## src/common/axi_burst_cfg.svh

```systemverilog
`ifndef AXI_BURST_CFG_SVH
`define AXI_BURST_CFG_SVH

// AXI4 data path widths
`define AXI_ADDR_W 32
`define AXI_DATA_W 32
`define AXI_ID_W 4

// Upstream read bursts that may be outstanding at once
`define MAX_READ_TXNS 4

// AXI4-Lite configuration port widths
`define LITE_ADDR_W 4
`define LITE_DATA_W 32

`endif
```

## src/common/cfg_lite_pkg.sv

```systemverilog
`include "axi_burst_cfg.svh"

package cfg_lite_pkg;

  typedef logic [`LITE_ADDR_W-1:0] lite_addr_t;
  typedef logic [`LITE_DATA_W-1:0] lite_data_t;
  typedef logic [1:0] lite_resp_t;

  localparam lite_resp_t RESP_OKAY = 2'b00;
  localparam lite_resp_t RESP_SLVERR = 2'b10;

  // Register map
  localparam lite_addr_t REG_LEN_LIMIT = '0;

  // Master to slave signals of the configuration port
  typedef struct packed {
    logic aw_valid;
    lite_addr_t aw_addr;
    logic w_valid;
    lite_data_t w_data;
    logic b_ready;
    logic ar_valid;
    lite_addr_t ar_addr;
    logic r_ready;
  } lite_req_t;

  // Slave to master signals
  typedef struct packed {
    logic aw_ready;
    logic w_ready;
    logic b_valid;
    lite_resp_t b_resp;
    logic ar_ready;
    logic r_valid;
    lite_data_t r_data;
    lite_resp_t r_resp;
  } lite_rsp_t;

endpackage

```

## src/common/axi_rd_pkg.sv

```systemverilog
`include "axi_burst_cfg.svh"

package axi_rd_pkg;

  // -------------------------------------------------------------------
  // Field types of the AXI4 read channels
  // -------------------------------------------------------------------
  typedef logic [`AXI_ADDR_W-1:0] addr_t;
  typedef logic [`AXI_DATA_W-1:0] data_t;
  typedef logic [`AXI_ID_W-1:0] id_t;

  // Burst length as on the bus, one less than the beats
  typedef logic [7:0] len_t;
  // Beat count, one bit wider to hold 256
  typedef logic [8:0] beats_t;
  typedef logic [2:0] size_t;
  typedef logic [1:0] burst_t;
  typedef logic [1:0] resp_t;

  // Only FIXED and INCR are handled by the splitter
  localparam burst_t BURST_FIXED = 2'b00;
  localparam burst_t BURST_INCR = 2'b01;

  // -------------------------------------------------------------------
  // Channel payloads
  // -------------------------------------------------------------------
  typedef struct packed {
    id_t id;
    addr_t addr;
    len_t len;
    size_t size;
    burst_t burst;
  } ar_chan_t;

  typedef struct packed {
    id_t id;
    data_t data;
    resp_t resp;
    logic last;
  } r_chan_t;

endpackage

```

## src/source/axi_burst_splitter_top.sv

```systemverilog
`timescale 1ns/1ps
`include "axi_burst_cfg.svh"

module axi_burst_splitter_top
  import axi_rd_pkg::*;
  import cfg_lite_pkg::*;
(
  input  logic      clk_i,
  input  logic      arst_n_i,
  // Configuration port
  input  lite_req_t cfg_req_i,
  output lite_rsp_t cfg_rsp_o,
  // Upstream read port
  input  ar_chan_t  s_ar_i,
  input  logic      s_ar_valid_i,
  output logic      s_ar_ready_o,
  output r_chan_t   s_r_o,
  output logic      s_r_valid_o,
  input  logic      s_r_ready_i,
  // Downstream read port
  output ar_chan_t  m_ar_o,
  output logic      m_ar_valid_o,
  input  logic      m_ar_ready_i,
  input  r_chan_t   m_r_i,
  input  logic      m_r_valid_i,
  output logic      m_r_ready_o
);

  len_t len_limit;
  logic alloc_valid;
  beats_t alloc_beats;
  logic alloc_ready;

  axi_burst_cfg_regs u_cfg_regs (
    .clk_i       (clk_i),
    .arst_n_i    (arst_n_i),
    .cfg_req_i   (cfg_req_i),
    .cfg_rsp_o   (cfg_rsp_o),
    .len_limit_o (len_limit)
  );

  ar_burst_splitter u_ar_split (
    .clk_i         (clk_i),
    .arst_n_i      (arst_n_i),
    .len_limit_i   (len_limit),
    .s_ar_i        (s_ar_i),
    .s_ar_valid_i  (s_ar_valid_i),
    .s_ar_ready_o  (s_ar_ready_o),
    .m_ar_o        (m_ar_o),
    .m_ar_valid_o  (m_ar_valid_o),
    .m_ar_ready_i  (m_ar_ready_i),
    .alloc_valid_o (alloc_valid),
    .alloc_beats_o (alloc_beats),
    .alloc_ready_i (alloc_ready)
  );

  read_last_restore #(
    .MAX_TXNS (`MAX_READ_TXNS)
  ) u_r_last (
    .clk_i         (clk_i),
    .arst_n_i      (arst_n_i),
    .len_limit_i   (len_limit),
    .alloc_valid_i (alloc_valid),
    .alloc_beats_i (alloc_beats),
    .alloc_ready_o (alloc_ready),
    .m_r_i         (m_r_i),
    .m_r_valid_i   (m_r_valid_i),
    .m_r_ready_o   (m_r_ready_o),
    .s_r_o         (s_r_o),
    .s_r_valid_o   (s_r_valid_o),
    .s_r_ready_i   (s_r_ready_i)
  );

endmodule

```

## src/splitter/read_last_restore.sv

```systemverilog
`timescale 1ns/1ps

module read_last_restore
  import axi_rd_pkg::*;
#(
  parameter int unsigned MAX_TXNS = 4
) (
  input  logic    clk_i,
  input  logic    arst_n_i,
  input  len_t    len_limit_i,
  // Beat counts of accepted upstream bursts, in AR order
  input  logic    alloc_valid_i,
  input  beats_t  alloc_beats_i,
  output logic    alloc_ready_o,
  // Downstream R
  input  r_chan_t m_r_i,
  input  logic    m_r_valid_i,
  output logic    m_r_ready_o,
  // Upstream R
  output r_chan_t s_r_o,
  output logic    s_r_valid_o,
  input  logic    s_r_ready_i
);

  localparam int unsigned PTR_W = (MAX_TXNS > 1) ? $clog2(MAX_TXNS) : 1;

  typedef logic [PTR_W-1:0] ptr_t;
  typedef logic [PTR_W:0] occ_t;

  beats_t cnt_q [MAX_TXNS];
  ptr_t wr_ptr_q;
  ptr_t rd_ptr_q;
  occ_t occ_q;

  beats_t max_beats;
  beats_t head_beats;
  logic head_final;
  logic last_fire;
  logic push;
  logic pop;

  assign max_beats = {1'b0, len_limit_i} + 9'd1;
  assign head_beats = cnt_q[rd_ptr_q];
  // Head burst ends with the piece now returning
  assign head_final = (head_beats <= max_beats);

  // -------------------------------------------------------------------
  // R path, no storage
  // -------------------------------------------------------------------
  always_comb begin
    s_r_o = m_r_i;
    s_r_o.last = m_r_i.last & head_final;
  end

  assign s_r_valid_o = m_r_valid_i;
  assign m_r_ready_o = s_r_ready_i;

  assign last_fire = m_r_valid_i & s_r_ready_i & m_r_i.last;
  assign pop = last_fire & head_final;
  assign alloc_ready_o = (occ_q != occ_t'(MAX_TXNS));
  assign push = alloc_valid_i & alloc_ready_o;

  // -------------------------------------------------------------------
  // Counter FIFO
  // -------------------------------------------------------------------
  always_ff @(posedge clk_i or negedge arst_n_i) begin
    if (!arst_n_i) begin
      wr_ptr_q <= '0;
      rd_ptr_q <= '0;
      occ_q <= '0;
    end else begin
      if (push) begin
        wr_ptr_q <= (wr_ptr_q == ptr_t'(MAX_TXNS - 1)) ? '0 : wr_ptr_q + ptr_t'(1);
      end
      if (pop) begin
        rd_ptr_q <= (rd_ptr_q == ptr_t'(MAX_TXNS - 1)) ? '0 : rd_ptr_q + ptr_t'(1);
      end
      occ_q <= occ_q + occ_t'(push) - occ_t'(pop);
    end
  end

  // A piece that is not the last one takes a full limit off the head
  always_ff @(posedge clk_i) begin
    if (push) begin
      cnt_q[wr_ptr_q] <= alloc_beats_i;
    end
    if (last_fire && !head_final) begin
      cnt_q[rd_ptr_q] <= head_beats - max_beats;
    end
  end

endmodule

```

## src/splitter/ar_burst_splitter.sv

```systemverilog
`timescale 1ns/1ps

module ar_burst_splitter
  import axi_rd_pkg::*;
(
  input  logic     clk_i,
  input  logic     arst_n_i,
  input  len_t     len_limit_i,
  // Upstream AR
  input  ar_chan_t s_ar_i,
  input  logic     s_ar_valid_i,
  output logic     s_ar_ready_o,
  // Downstream AR
  output ar_chan_t m_ar_o,
  output logic     m_ar_valid_o,
  input  logic     m_ar_ready_i,
  // Beat count handed to the R side
  output logic     alloc_valid_o,
  output beats_t   alloc_beats_o,
  input  logic     alloc_ready_i
);

  typedef enum logic {
    ST_IDLE,
    ST_BUSY
  } state_e;

  state_e state_q, state_d;
  ar_chan_t ar_q, ar_d;
  // Beats still to be requested downstream
  beats_t beats_q, beats_d;

  beats_t max_beats;
  beats_t s_beats;
  logic final_piece;

  // Next piece address: align to the beat size, then skip the beats already asked for
  function automatic addr_t step_addr(ar_chan_t ar, beats_t step);
    addr_t aligned;
    aligned = ar.addr & ~((addr_t'(1) << ar.size) - addr_t'(1));
    if (ar.burst == BURST_INCR) begin
      return aligned + (addr_t'(step) << ar.size);
    end
    return ar.addr;
  endfunction

  assign max_beats = {1'b0, len_limit_i} + 9'd1;
  assign s_beats = {1'b0, s_ar_i.len} + 9'd1;
  assign final_piece = (beats_q <= max_beats);

  assign alloc_beats_o = s_beats;
  assign alloc_valid_o = s_ar_valid_i & s_ar_ready_o;

  always_comb begin
    state_d = state_q;
    ar_d = ar_q;
    beats_d = beats_q;
    m_ar_o = s_ar_i;
    m_ar_valid_o = 1'b0;
    s_ar_ready_o = 1'b0;
    unique case (state_q)
      ST_IDLE: begin
        m_ar_valid_o = s_ar_valid_i & alloc_ready_i;
        if (s_ar_i.len <= len_limit_i) begin
          // Short enough, pass straight through
          s_ar_ready_o = m_ar_ready_i & alloc_ready_i;
        end else begin
          // Take the burst now and offer its first piece at once
          m_ar_o.len = len_limit_i;
          s_ar_ready_o = alloc_ready_i;
          if (s_ar_valid_i && alloc_ready_i) begin
            state_d = ST_BUSY;
            ar_d = s_ar_i;
            beats_d = s_beats;
            if (m_ar_ready_i) begin
              beats_d = s_beats - max_beats;
              ar_d.addr = step_addr(s_ar_i, max_beats);
            end
          end
        end
      end
      ST_BUSY: begin
        m_ar_o = ar_q;
        m_ar_valid_o = 1'b1;
        m_ar_o.len = final_piece ? len_t'(beats_q - 9'd1) : len_limit_i;
        if (m_ar_ready_i) begin
          if (final_piece) begin
            state_d = ST_IDLE;
          end else begin
            beats_d = beats_q - max_beats;
            ar_d.addr = step_addr(ar_q, max_beats);
          end
        end
      end
      default: begin
        state_d = ST_IDLE;
      end
    endcase
  end

  always_ff @(posedge clk_i or negedge arst_n_i) begin
    if (!arst_n_i) begin
      state_q <= ST_IDLE;
    end else begin
      state_q <= state_d;
    end
  end

  // Captured burst, only meaningful while busy
  always_ff @(posedge clk_i) begin
    ar_q <= ar_d;
    beats_q <= beats_d;
  end

endmodule

```

## src/source/axi_burst_cfg_regs.sv

```systemverilog
`timescale 1ns/1ps

module axi_burst_cfg_regs
  import axi_rd_pkg::*;
  import cfg_lite_pkg::*;
(
  input  logic      clk_i,
  input  logic      arst_n_i,
  input  lite_req_t cfg_req_i,
  output lite_rsp_t cfg_rsp_o,
  output len_t      len_limit_o
);

  logic wr_fire;
  logic rd_fire;
  logic wr_hit;
  logic rd_hit;

  logic b_pending_q;
  logic r_pending_q;
  lite_resp_t b_resp_q;
  lite_resp_t r_resp_q;
  lite_data_t r_data_q;
  len_t len_limit_q;

  // AW and W are taken together, once the previous B has left
  assign wr_fire = cfg_req_i.aw_valid & cfg_req_i.w_valid & ~b_pending_q;
  assign rd_fire = cfg_req_i.ar_valid & ~r_pending_q;

  assign wr_hit = (cfg_req_i.aw_addr == REG_LEN_LIMIT);
  assign rd_hit = (cfg_req_i.ar_addr == REG_LEN_LIMIT);

  // -------------------------------------------------------------------
  // Control state
  // -------------------------------------------------------------------
  always_ff @(posedge clk_i or negedge arst_n_i) begin
    if (!arst_n_i) begin
      b_pending_q <= 1'b0;
      r_pending_q <= 1'b0;
      len_limit_q <= '0;
    end else begin
      if (wr_fire) begin
        b_pending_q <= 1'b1;
      end else if (cfg_req_i.b_ready) begin
        b_pending_q <= 1'b0;
      end
      if (rd_fire) begin
        r_pending_q <= 1'b1;
      end else if (cfg_req_i.r_ready) begin
        r_pending_q <= 1'b0;
      end
      // Only the low byte is kept, the rest reads back as zero
      if (wr_fire && wr_hit) begin
        len_limit_q <= cfg_req_i.w_data[7:0];
      end
    end
  end

  // Response payloads, captured with the request
  always_ff @(posedge clk_i) begin
    if (wr_fire) begin
      b_resp_q <= wr_hit ? RESP_OKAY : RESP_SLVERR;
    end
    if (rd_fire) begin
      r_data_q <= rd_hit ? lite_data_t'(len_limit_q) : '0;
      r_resp_q <= rd_hit ? RESP_OKAY : RESP_SLVERR;
    end
  end

  always_comb begin
    cfg_rsp_o.aw_ready = wr_fire;
    cfg_rsp_o.w_ready = wr_fire;
    cfg_rsp_o.b_valid = b_pending_q;
    cfg_rsp_o.b_resp = b_resp_q;
    cfg_rsp_o.ar_ready = ~r_pending_q;
    cfg_rsp_o.r_valid = r_pending_q;
    cfg_rsp_o.r_data = r_data_q;
    cfg_rsp_o.r_resp = r_resp_q;
  end

  assign len_limit_o = len_limit_q;

endmodule

```

## config.mk

```make
export PLATFORM = sky130hd
export DESIGN_NAME = axi_burst_splitter_top
export DESIGN_NICKNAME = d
export VERILOG_FILES = /design/src/common/cfg_lite_pkg.sv /design/src/common/axi_rd_pkg.sv /design/src/source/axi_burst_splitter_top.sv /design/src/splitter/read_last_restore.sv /design/src/splitter/ar_burst_splitter.sv /design/src/source/axi_burst_cfg_regs.sv
export VERILOG_INCLUDE_DIRS = /design/src /design/src/common
export SDC_FILE = /design/constraint.sdc
export NUM_CORES = 1
export LEC_CHECK = 0
export BUFFER_PORTS_ARGS = -buffer_cell sky130_fd_sc_hd__buf_2
export CELL_PAD_IN_SITES_DETAIL_PLACEMENT = 0
export CELL_PAD_IN_SITES_GLOBAL_PLACEMENT = 1
export CORE_ASPECT_RATIO = 0.7
export CORE_UTILIZATION = 40
export DETAILED_ROUTE_END_ITERATION = 8
export GPL_TIMING_DRIVEN = 1
export PLACE_DENSITY_LB_ADDON = 0.1
export SLEW_MARGIN = 10
export SYNTH_ARGS = -nofsm -noshare
export SYNTH_HDL_FRONTEND = slang
export SYNTH_SLANG_ARGS = --single-unit
```

## constraint.sdc

```tcl
create_clock -name clk_i -period 6.58 [get_ports clk_i]
set_input_delay 0.658 -clock clk_i [delete_from_list [all_inputs] [get_ports clk_i]]
set_output_delay 0.658 -clock clk_i [all_outputs]
set_load 0.01 [all_outputs]
```

-- After elaboration in Yosys (flattened, before gate mapping)
Memory sizes are Yosys's and may differ from the RTL's.
Cells that the tools add are included.
- add/sub/neg operators: 14
- multiply operators: 0
- divide/modulo/power cells: 0
- $lt $le $gt $ge: 3
- equal/unequal tests: 10
- shift-type cells: 4
- multiplexer cells: 50
- bitwise logic cells: 19
- reduce and logical (&&, ||, !) cells: 11
- operators by type and width (operator ; count):
    $mux 32 ; 7
    $mux 45 ; 2
    $add 32x32->32 ; 2
    $and 32x32->32 ; 2
    $not 32->32 ; 2
    $pmux 32 s2 ; 1
    $shl 1x3->32 const A ; 2
    $shl 9x3->32 ; 2
    $sub 32x1->32 const B ; 2
    $mux 9 ; 5
    $mux 36 ; 1
    $sub 9x9->9 ; 3
    $mux 1 ; 23
    $add 8x1->9 const B ; 2
    $le 9x9->1 ; 2
    $pmux 9 s2 ; 1
    $mux 8 ; 2
    $pmux 8 s2 ; 1
    $and 1x1->1 ; 11
    $le 8x8->1 ; 1
    $logic_not 4->1 ; 2
    $mux 2 ; 4
    $ne 2x2->1 const B ; 4
    $sub 8x1->8 const B ; 1
    other kinds (16) ; 26
- register bits: 112
- latch bits: 0
- bits in writable memories: 36
- memory bits (read-only): 0
- logic and storage cells: 129
- memories kept: 1
- memories (memory ; words ; bits a word ; rd ports ; clocked after memory_dff ; write ports ; line ; RTL):
    u_r_last.cnt_q ; 4 ; 9 ; 1 ; 0 ; 2 ; read_last_restore.sv:30 ; beats_t cnt_q [MAX_TXNS];

-- Depth between registers and ports, before layout
Gate-level depths: netlist (run 1).
- word-level depth: 11
- gate-level depth with buffers: 19

-- Hierarchy
A second synthesis (run 1) with hierarchy kept.
- cells, all modules: 1283
- area, all modules: 11721.2 µm²
- by module, submodules not included (module ; times used ; cells an instance ; area an instance (µm²) ; sequential area each (µm²)):
    ar_burst_splitter ; 1 ; 949 ; 7489.7 ; 1526.5
    read_last_restore ; 1 ; 256 ; 3196.8 ; 1256.2
    axi_burst_cfg_regs ; 1 ; 78 ; 1034.7 ; 550.5

-- Least setup slack after synthesis (run 1)
Ideal clock, no wire load.
- kind: reg2reg
- from: register u_r_last.rd_ptr_q[0]
- to: register u_r_last.occ_q[2]
- library setup time: 124 ps
- arrival: 4065 ps
- data required time: 6456 ps
- setup slack: 2390 ps
- cell stages (with the launch flop): 19
- path buffers: 1
- path through: dfrtp_1 -> buf_1 -> mux4_2 -> ha_1 -> nor2b_1 -> o21ai_0 -> a21oi_1 -> o21ai_1 -> a211oi_1 -> o31a_1 -> nand2b_1 -> inv_1 -> ha_1 -> inv_1 -> ha_1 -> inv_1 -> fa_1 -> xnor2_1 -> xnor2_1
- word-level cells in the longest chain between the ends: 4
- ends and longest elaborated chain (item ; line ; RTL):
    start: declaration ; read_last_restore.sv:32 ; ptr_t rd_ptr_q;
    start signal: assignment ; read_last_restore.sv:76 ; rd_ptr_q <= (rd_ptr_q == ptr_t'(MAX_TXNS - 1)) ? '0 : rd_ptr_q + ptr_t'(1);
    $mem_v2 4x9 ; n/a ;
    $le 9x9->1 ; read_last_restore.sv:45 ; assign head_final = (head_beats <= max_beats);
    $and 1x1->1 ; read_last_restore.sv:59 ; assign pop = last_fire & head_final;
    net u_r_last.pop ; read_last_restore.sv:40 ; logic pop;
    $sub 3x1->3 ; read_last_restore.sv:78 ; occ_q <= occ_q + occ_t'(push) - occ_t'(pop);
    end signal: assignment ; read_last_restore.sv:78 ;
    end: declaration ; read_last_restore.sv:33 ; occ_t occ_q;
The timed path passes the listed nets, and every way through them passes these cells.
A chain may end at the register's enable or synchronous reset.

==> flow_summary.json, run 1 <==
{
  "grt-ovfl-total": 0,
  "syn_avg_cell_area_um2": 9.194,
  "ys_seq_area_frac": 0.3039,
  "syn2layout_area_growth_pct": 11.54,
  "drt-initial-drc-count": 778,
  "cts_buffer_depth": 2,
  "critPathArrivalTime_ps": 4750,
  "postRouteAntennaNets": 0,
  "crit_fanout": 14,
  "dpl.cell_count": 1620,
  "power_mw": 4.697,
  "post-dp-hpwl_um": 24480,
  "viasPerCell": 5.434,
  "clkSinkCount": 114,
  "ys.flop_type": "edfxtp_1",
  "dr.pass1.iters": 8,
  "grt_max_degree": 36,
  "grt_setup_unrepaired": "false",
  "hold_viol_final": 0,
  "fin_util": 0.4559,
  "min_period_ps": 5412,
  "power.density_mw_per_mm2": 384.0,
  "relSlewSlack": 0.2774,
  "cts_tree": "built",
  "synth_warnings": 0,
  "dp_slack_ps": 1684,
  "cts_buffers": 17,
  "wl_per_cell_um": 19.70,
  "ys_top_cells_by_area": "edfxtp_1, ha_1, mux2_2",
  "max_freq_mhz": 184.8,
  "worstPathRequired_ps": 5920,
  "grt_pass1_wl_um": 50000,
  "io_pins": 272,
  "syn_area_mm2": 0.01097,
  "tightestPinTransition_ps": 1077,
  "drv_cap": 0,
  "diodes": 0,
  "layout_worst_path_cycle_share": 0.8226,
  "ys_seq_elements": 114,
  "r2r_slack_ps": 1610,
  "post-cts-setup-buffers": 0,
  "synth_edf_count": 96,
  "post_cts_resized": 0,
  "worst_slack_ps": 1168,
  "hp-class": "input pin to async pin",
  "yosys.area.top_type": "edfxtp_1",
  "gp_congestion": 0.8468,
  "synthArstFlopShare": 0.1579,
  "die_w_um": 199.9,
  "dieHeight_um": 140.5,
  "p_leak_nw": 5.258,
  "antenna_found_initial": 0,
  "layout-drive-gt1-share": 0.2290,
  "synthCells": 1193,
  "portBuffers": 145,
  "clock_skew_ps": 11.27,
  "grt_usage": 0.2383,
  "start_kind": "flip-flop",
  "setup_violations": 0,
  "vias": 8977,
  "fin_cells": 1652,
  "ir_drop_v": 0.0001835,
  "clk-insertion-delay-late_ps": 430,
  "crit_path_top_delay_cell": "dfrtp_1",
  "drc": 0,
  "clockRootBuffer": "clkbuf_16",
  "die_area_mm2": 0.02810,
  "netlist.area_leader.share": 0.2628,
  "slew_violations": 0,
  "ys_types": 72,
  "cts_htree_levels": 4,
  "cp_cell_sequence": "ha_1 > xor2_1 > inv_1 > ha_1 > o21ai_0 > a21boi_0 > o21ai_0 > a211oi_1 > o31ai_2 > nand2_1 > o221a_2 > buf_2",
  "slowest_delay_ps": 790,
  "clk_pin_slew_ps": 60,
  "outcome": "complete, no violations",
  "start_util": 0.4087,
  "fin_nets": 1502,
  "cts_hold_buf": 0,
  "rows": 50,
  "grt_pass1_vias": 8421,
  "cp-end-kind": "output pin",
  "worst-setup-path-type": "flip-flop to output pin",
  "fin_tns_setup_ps": 0,
  "design.core.area_mm2": 0.02684,
  "wl_um": 32550
}
==> per-layer routing <==
| layer | up-vias | track usage | wire length, um |
|---|---|---|---|
| met5 | - | 0 | 0 |
| met4 | 0 | 0.04982 | 311 |
| met3 | 28 | 0.03901 | 2436 |
| met2 | 323 | 0.3132 | 12420 |
| met1 | 4241 | 0.3928 | 17380 |
| li1 | 4385 | - | - |
==> cells by family (layout without fill, tap and decap cells) <==
logic type / after synthesis / count (layout) / synth area share
DFF: 114 / 114 / 0.3039
muxes: 126 / 126 / 0.1321
buffers and inverters: 191 / 261 / 0.09069
AOI/OAI and AO/OA: 234 / 234 / 0.1418
other: 1 / 26 / 0.0003419
xor gates and xnor gates: 89 / 89 / 0.07107
and+or+nand+nor: 350 / 350 / 0.1556
adders and majority gates: 88 / 88 / 0.1045
==> cell type report <==
class,instances,area [um^2]
clock inverter,15,171.4
sequential,114,3334
fill,2651,14600
tap,364,455.4
multi-input combinational,913,6739
inverter,66,247.7
timing repair buffer,163,860.8
clock buffer,17,425.4
==> path summary, 6_finish.rpt <==
check	start	end	depth (start not counted)
min in group clk_i	cfg_req_i[0]	u_cfg_regs.r_pending_q$_DFFE_PN0P_	2
worst min-delay path	arst_n_i	u_cfg_regs.b_pending_q$_DFFE_PN0P_	1
max in group asynchronous	arst_n_i	u_ar_split.state_q$_DFF_PN0_	1
worst min register to register	u_cfg_regs.b_pending_q$_DFFE_PN0P_	u_cfg_regs.b_pending_q$_DFFE_PN0P_	1
worst max register to register	u_cfg_regs.len_limit_o[0]$_DFFE_PN0P_	u_ar_split.ar_q[44]$_DFFE_PP_	18
worst max-delay path	u_cfg_regs.len_limit_o[0]$_DFFE_PN0P_	m_ar_o[6]	12
==> synthesized netlist by cell type, types with 16 or more instances <==
library cell,instances
a21oi_1,63
nor2_1,93
o22ai_1,27
nand3_1,36
clkbuf_1,43
xnor2_1,63
inv_1,62
a21o_1,16
ha_1,82
dfrtp_1,18
o21ai_0,40
nor2b_1,17
mux2i_1,57
edfxtp_1,96
xor2_1,26
nand2_1,98
nand2b_1,20
buf_4,70
mux2_2,60
==> stage by stage <==
step | hold WS (ps) | cell area (um^2)
after detailed placement | 518.2 | 11640
after CTS | 192.0 | 12230
after global placement | 514.2 | 11640
after global routing | 207.5 | 12230
after floorplan | 362.4 | 11060
final | 181.4 | 12230
==> worst max-delay path: cells and delay by family (launching register included) <==
kind,cells,cell delay (ps)
AOI/OAI and AO/OA,6,1640
buffers and inverters,2,430
DFF,1,790
xor gates and xnor gates,1,420
adders and majority gates,2,710
and+or+nand+nor,1,320
==> cells in the final DEF (no fill, tap or decap), drive strengths merged, types with 13 or more instances in the layout <==
cell type and n:
a211oi 13, mux2 60, nor3 16, nor2b 18, clkbuf 17, inv 69
edfxtp 96, nand3 37, ha 82, dfrtp 18, nand2 99, xnor2 63
xor2 26, a21o 16, o22ai 27, o21ai 49, mux2i 57, nor2 94
buf 163, nand2b 20, and2 16, a21oi 63, conb 26
==> power breakdown <==
part	internal [mW]	switching [mW]	total [mW]
combinational	1.05	1.43	2.48
clock	0.568	0.395	0.963
sequential	1.04	0.214	1.26
total	2.66	2.04	4.70
==> sequential cells by signal, summed over array words and instances, names as in the netlist <==
signal                  cells
u_cfg_regs.r_data_q         8
u_r_last.rd_ptr_q           2
u_cfg_regs.r_resp_q         1
u_cfg_regs.b_pending_q      1
u_ar_split.state_q          1
u_r_last.occ_q              3
u_r_last.cnt_q             36
u_ar_split.beats_q          9
u_cfg_regs.len_limit_o      8
u_cfg_regs.b_resp_q         1
u_r_last.wr_ptr_q           2
u_cfg_regs.r_pending_q      1
u_ar_split.ar_q            41
No activity file was read; power rests on OpenSTA's default activity.
==> inputs of run 2 (changes only) <==
- clock period: 6.58 -> 5.1 ns (I/O delays scaled with it)
==> run 2 against run 1 <==
Effect of this change: global-route usage shrank 0.29 points; worst hold slack lost 150 ps; critical endpoint unchanged; largest power group unchanged; first-iteration DRC count shrank 17%; critical path depth grew 1; setup slack lost 760 ps.
==> flow_summary.json, run 2 (synthesis gave the netlist of run 1 again) <==
{
  "rows": 50,
  "drc": 0,
  "dr.pass1.iters": 5,
  "min_period_ps": 4688,
  "dp_slack_ps": 474.3,
  "wl_per_cell_um": 19.39,
  "gp_congestion": 0.8727,
  "fin_nets": 1519,
  "design.core.area_mm2": 0.02684,
  "slew_violations": 0,
  "grt_pass1_wl_um": 49470,
  "cts_htree_levels": 4,
  "outcome": "complete, no violations",
  "post-dp-hpwl_um": 24560,
  "dieHeight_um": 140.5,
  "critPathArrivalTime_ps": 4180,
  "nFillCells": 2637,
  "layout_commonest_cell": "buf_2",
  "whs_ps": 34.76,
  "clk_pin_slew_ps": 60,
  "syn2layout_area_growth_pct": 12.54,
  "relSlewSlack": 0.3549,
  "start_kind": "flip-flop",
  "grt_usage": 0.2354,
  "diodes": 0,
  "worstPathRequired_ps": 4590,
  "vias": 9052,
  "power.density_mw_per_mm2": 490.4,
  "die_w_um": 199.9,
  "cts_buffers": 17,
  "drv_cap": 0,
  "worst_slack_ps": 411.9,
  "layout_worst_path_cycle_share": 0.9192,
  "cts_buffer_depth": 2,
  "viasPerCell": 5.424,
  "grt_pass1_vias": 8474,
  "worst-setup-path-type": "flip-flop to output pin",
  "layout_common_cells": "buf_2, nand2_1, edfxtp_1, nor2_1, ha_1",
  "layout-drive-gt1-share": 0.2375,
  "antenna_found_initial": 0,
  "postRouteAntennaNets": 0,
  "die_area_mm2": 0.02810,
  "clk-insertion-delay-late_ps": 430,
  "cts_tree": "built",
  "grt_setup_unrepaired": "false",
  "largest_reg_flops": 41,
  "ir_drop_v": 0.0001903,
  "drt-initial-drc-count": 649,
  "grt-ovfl-total": 0,
  "cp-end-kind": "output pin",
  "reg_top3": "u_ar_split.ar_q (41), u_r_last.cnt_q (36), u_ar_split.beats_q (9)",
  "wl_um": 32370,
  "regMostFlops": "u_ar_split.ar_q",
  "tightestPinTransition_ps": 960.7,
  "setup_violations": 0,
  "grt_max_degree": 56,
  "clkSinkCount": 114,
  "io_pins": 272,
  "portBuffers": 145,
  "hold_viol_final": 0,
  "start_util": 0.4087,
  "clock_skew_ps": 12.85,
  "hp-class": "input pin to async pin",
  "clockRootBuffer": "clkbuf_16",
  "max_freq_mhz": 213.3,
  "p_leak_nw": 5.324,
  "crit_fanout": 13,
  "fin_tns_setup_ps": 0
}
## run 2: cell types whose count changed in the layout (fill, tap and decap cells not counted)
cell        change
buf_4          +17
inv_6           -5
clkinv_2        +3
clkinvlp_4      +3
clkinv_4        -2
clkbuf_1        +1
clkinv_1        +1
inv_8           -1
o31ai_2         -1
o31ai_4         +1
## run 2: power by group
group          internal (mW)  total, mW  switching [mW]
Sequential              1.34       1.57           0.223
Clock                  0.715       1.19           0.476
Combinational           1.39       3.30            1.91
## run 2: layout make-up
cell class	count	area (um^2)	area share
clock buffers	18	429.2	0.03477
clock inverters	14	140.1	0.01135
inverters	66	247.7	0.02007
multi-input cells	913	6748	0.5467
flip-flops and latches	114	3334	0.2701
well taps	364	455.4	0.03690
repair buffers	180	988.4	0.08008
## run 2: per-stage QoR
step | instances | total power, mW | area, um^2 | utilization
floorplan | 1218 | 3.891 | 11060 | -
global placement | 1637 | 4.830 | 11770 | 0.4384
detailed placement | 1637 | 4.836 | 11770 | 0.4384
CTS | 1669 | 6.056 | 12330 | 0.4596
global route | 1669 | 6.489 | 12340 | 0.4599
finish | 1669 | 6.053 | 12340 | 0.4599
## run 2: path summary, 6_finish.rpt
path / slack, ps / to / cells after the start / from
min: 30 / u_cfg_regs.b_pending_q$_DFFE_PN0P_ / 1 / arst_n_i
min in group clk_i: 240 / u_cfg_regs.r_pending_q$_DFFE_PN0P_ / 2 / cfg_req_i[0]
max in group asynchronous: 4720 / u_ar_split.state_q$_DFF_PN0_ / 1 / arst_n_i
max: 410 / m_ar_o[6] / 13 / u_cfg_regs.len_limit_o[0]$_DFFE_PN0P_
min reg2reg: 520 / u_cfg_regs.b_pending_q$_DFFE_PN0P_ / 1 / u_cfg_regs.b_pending_q$_DFFE_PN0P_
max reg2reg: 430 / u_ar_split.ar_q[36]$_DFFE_PP_ / 15 / u_cfg_regs.len_limit_o[1]$_DFFE_PN0P_
## run 2: critical path: stages, from the launching register on
cell,delay [ps]
dfrtp_1,380
buf_4,200
ha_1,240
xor2_1,380
inv_1,270
ha_1,400
o21ai_0,120
a21boi_0,130
o21ai_0,340
a211oi_1,200
o31ai_4,350
nand2_1,250
o221a_2,340
buf_2,140
## run 2: repair_timing
item                                    4_1_cts  5_1_grt
endpoints found under the hold margin         0        0
setup buffers                                 0        0
hold buffers                                  0        0
gates resized for setup                       0        1
endpoints found under the setup margin        0        8
## run 2: per-layer routing
metal / wire length [um] / share of wire / global-route usage / vias to the layer above
met5: 0 / 0 / 0 / -
met4: 288 / 0.0089 / 0.05022 / 0
met3: 2332 / 0.072 / 0.04142 / 24
met2: 12580 / 0.39 / 0.3205 / 306
met1: 17170 / 0.53 / 0.3763 / 4316
li1: - / - / - / 4406
==> inputs of run 3 (changes only) <==
- CORE_UTILIZATION: 40 -> 41
- TNS_END_PERCENT: default -> 1
==> run 3 against run 2 <==
Effect of this change: sequential share of layout area shrank 0.076 points; combinational power shrank 2%; critical path depth shrank 1; clock skew shrank 3.5 ps.
==> flow_summary.json, run 3 (synthesis gave the netlist of run 1 again) <==
{
  "drc": 0,
  "layout_commonest_cell": "buf_2",
  "design.core.area_mm2": 0.02599,
  "outcome": "complete, no violations",
  "largest_reg_flops": 41,
  "final_area_mm2": 0.01238,
  "post_cts_resized": 0,
  "cts_buffer_depth": 2,
  "wl_um": 31910,
  "worst_slack_ps": 277.6,
  "postRouteAntennaNets": 0,
  "dp_slack_ps": 413.1,
  "drt-initial-drc-count": 752,
  "critPathBufInv": 2,
  "portBuffers": 145,
  "clkSinkCount": 114,
  "power.density_mw_per_mm2": 502.2,
  "setup_violations": 0,
  "layout_common_cells": "buf_2, nand2_1, edfxtp_1, nor2_1, ha_1",
  "fin_tns_setup_ps": 0,
  "crit_family": "compound AO/OA/AOI/OAI gates",
  "gp_congestion": 0.8723,
  "min_period_ps": 4822,
  "grt_setup_unrepaired": "false",
  "place_area_mm2": 0.01170,
  "start_util": 0.4219,
  "slew_violations": 0,
  "antenna_found_initial": 0,
  "clk-insertion-delay-late_ps": 430,
  "clockRootBuffer": "clkbuf_16",
  "cts_tree": "built",
  "r2r-end": "u_ar_split.ar_q[36]$_DFFE_PP_",
  "grt_usage": 0.2372,
  "fin_nets": 1512,
  "worst-setup-path-type": "flip-flop to output pin",
  "rows": 49,
  "cp_cell_sequence": "ha_1 > xor2_1 > inv_1 > ha_1 > o21ai_0 > a21boi_0 > o21ai_0 > a211oi_1 > o31ai_2 > nand2_1 > o221a_2 > buf_2",
  "regMostFlops": "u_ar_split.ar_q",
  "r2r_slack_ps": 290,
  "cts_htree_levels": 4,
  "drv_cap": 0,
  "vias": 9027,
  "post-dp-hpwl_um": 24680,
  "cts_hold_buf": 0,
  "critPathArrivalTime_ps": 4310,
  "reg2reg_from": "u_cfg_regs.len_limit_o[1]$_DFFE_PN0P_",
  "io_pins": 272,
  "clock_skew_ps": 9.356,
  "reg_top3": "u_ar_split.ar_q (41), u_r_last.cnt_q (36), u_ar_split.beats_q (9)",
  "tightestPinTransition_ps": 1020,
  "post-cts-setup-buffers": 0,
  "grt_pass1_vias": 8387,
  "layout-drive-gt1-share": 0.2342,
  "crit_fanout": 8,
  "dr.pass1.iters": 5,
  "syn2layout_area_growth_pct": 12.86,
  "ir_drop_v": 0.0002546,
  "layout_worst_path_cycle_share": 0.9456,
  "clk_pin_slew_ps": 60,
  "crit_path_top_delay_cell": "o31ai_2",
  "cp-end-kind": "output pin",
  "dieHeight_um": 138.8,
  "hold_viol_final": 0,
  "start_kind": "flip-flop",
  "grt_max_degree": 36,
  "cts_buffers": 17,
  "relSlewSlack": 0.3183,
  "worstPathRequired_ps": 4590,
  "die_w_um": 197.5,
  "die_area_mm2": 0.02742,
  "diodes": 0,
  "hp-class": "input pin to async pin",
  "r2r_cells": 16,
  "slowest_delay_ps": 490,
  "p_leak_nw": 5.340,
  "wl_per_cell_um": 19.28,
  "power_mw": 6.217,
  "grt-ovfl-total": 0,
  "max_freq_mhz": 207.4,
  "grt_pass1_wl_um": 49150,
  "viasPerCell": 5.454
}
[run 3: changes by cell type in the layout (fill, tap and decap cells not counted), sizes merged]
cell	change
clkbuf	+1
buf	-7
clkinv	-3
clkinvlp	-2
bufinv	+4
[run 3: metrics by stage]
step / util / hold slack [ps] / std cells
6_report: 0.4762 / 46.48 / 1655
5_1_grt: 0.4762 / 79.93 / 1655
4_1_cts: 0.4762 / 49.08 / 1655
3_5_place_dp: 0.4502 / 498.8 / 1623
3_3_place_gp: 0.4502 / 502.8 / 1623
2_1_floorplan: - / 214.4 / 1218
[run 3: power breakdown]
part	switching, mW	internal [mW]	total [mW]	leakage (nW)
sequential	0.231	1.34	1.58	1.11
combinational	1.88	1.37	3.25	3.90
clock	0.460	0.930	1.39	0.324
[run 3: worst reg2reg max path, delay by kind of cell (launching register included)]
kind,cells,cell delay (ps)
xor+xnor,1,660
simple gates,5,1230
fa+ha+maj,2,650
compound gates,5,940
flops,1,460
mux,3,600
[run 3: layout make-up]
| class | count | area (um^2) |
|---|---|---|
| fill | 2541 | 13620 |
| tap | 357 | 446.7 |
| inverter | 66 | 247.7 |
| sequential | 114 | 3334 |
| multi-input combinational | 913 | 6739 |
| clock inverter | 13 | 231.5 |
| clock buffer | 19 | 442.9 |
| timing repair buffer | 173 | 935.9 |
[run 3: routing by layer]
layer	GRT usage	wire [um]	vias to the layer above
li1	-	-	4398
met1	0.3903	17190	4260
met2	0.3065	12150	324
met3	0.04791	2284	45
met4	0.05100	279	0
met5	0	0	-
[run 3: how the worst max path moves through the flow]
stage	from	slack, ps	endpoint	cells past startpoint
floorplan	u_r_last.rd_ptr_q[0]$_DFFE_PN0P_	910	u_r_last.occ_q[2]$_DFF_PN0_	18
finish	u_cfg_regs.len_limit_o[1]$_DFFE_PN0P_	280	m_ar_o[6]	12
detailed placement	u_cfg_regs.len_limit_o[1]$_DFFE_PN0P_	410	u_ar_split.ar_q[36]$_DFFE_PP_	16
global route	u_cfg_regs.len_limit_o[1]$_DFFE_PN0P_	30	m_ar_o[5]	12
global placement	u_cfg_regs.len_limit_o[1]$_DFFE_PN0P_	470	u_ar_split.ar_q[28]$_DFFE_PP_	16
CTS	u_cfg_regs.len_limit_o[1]$_DFFE_PN0P_	230	m_ar_o[5]	12
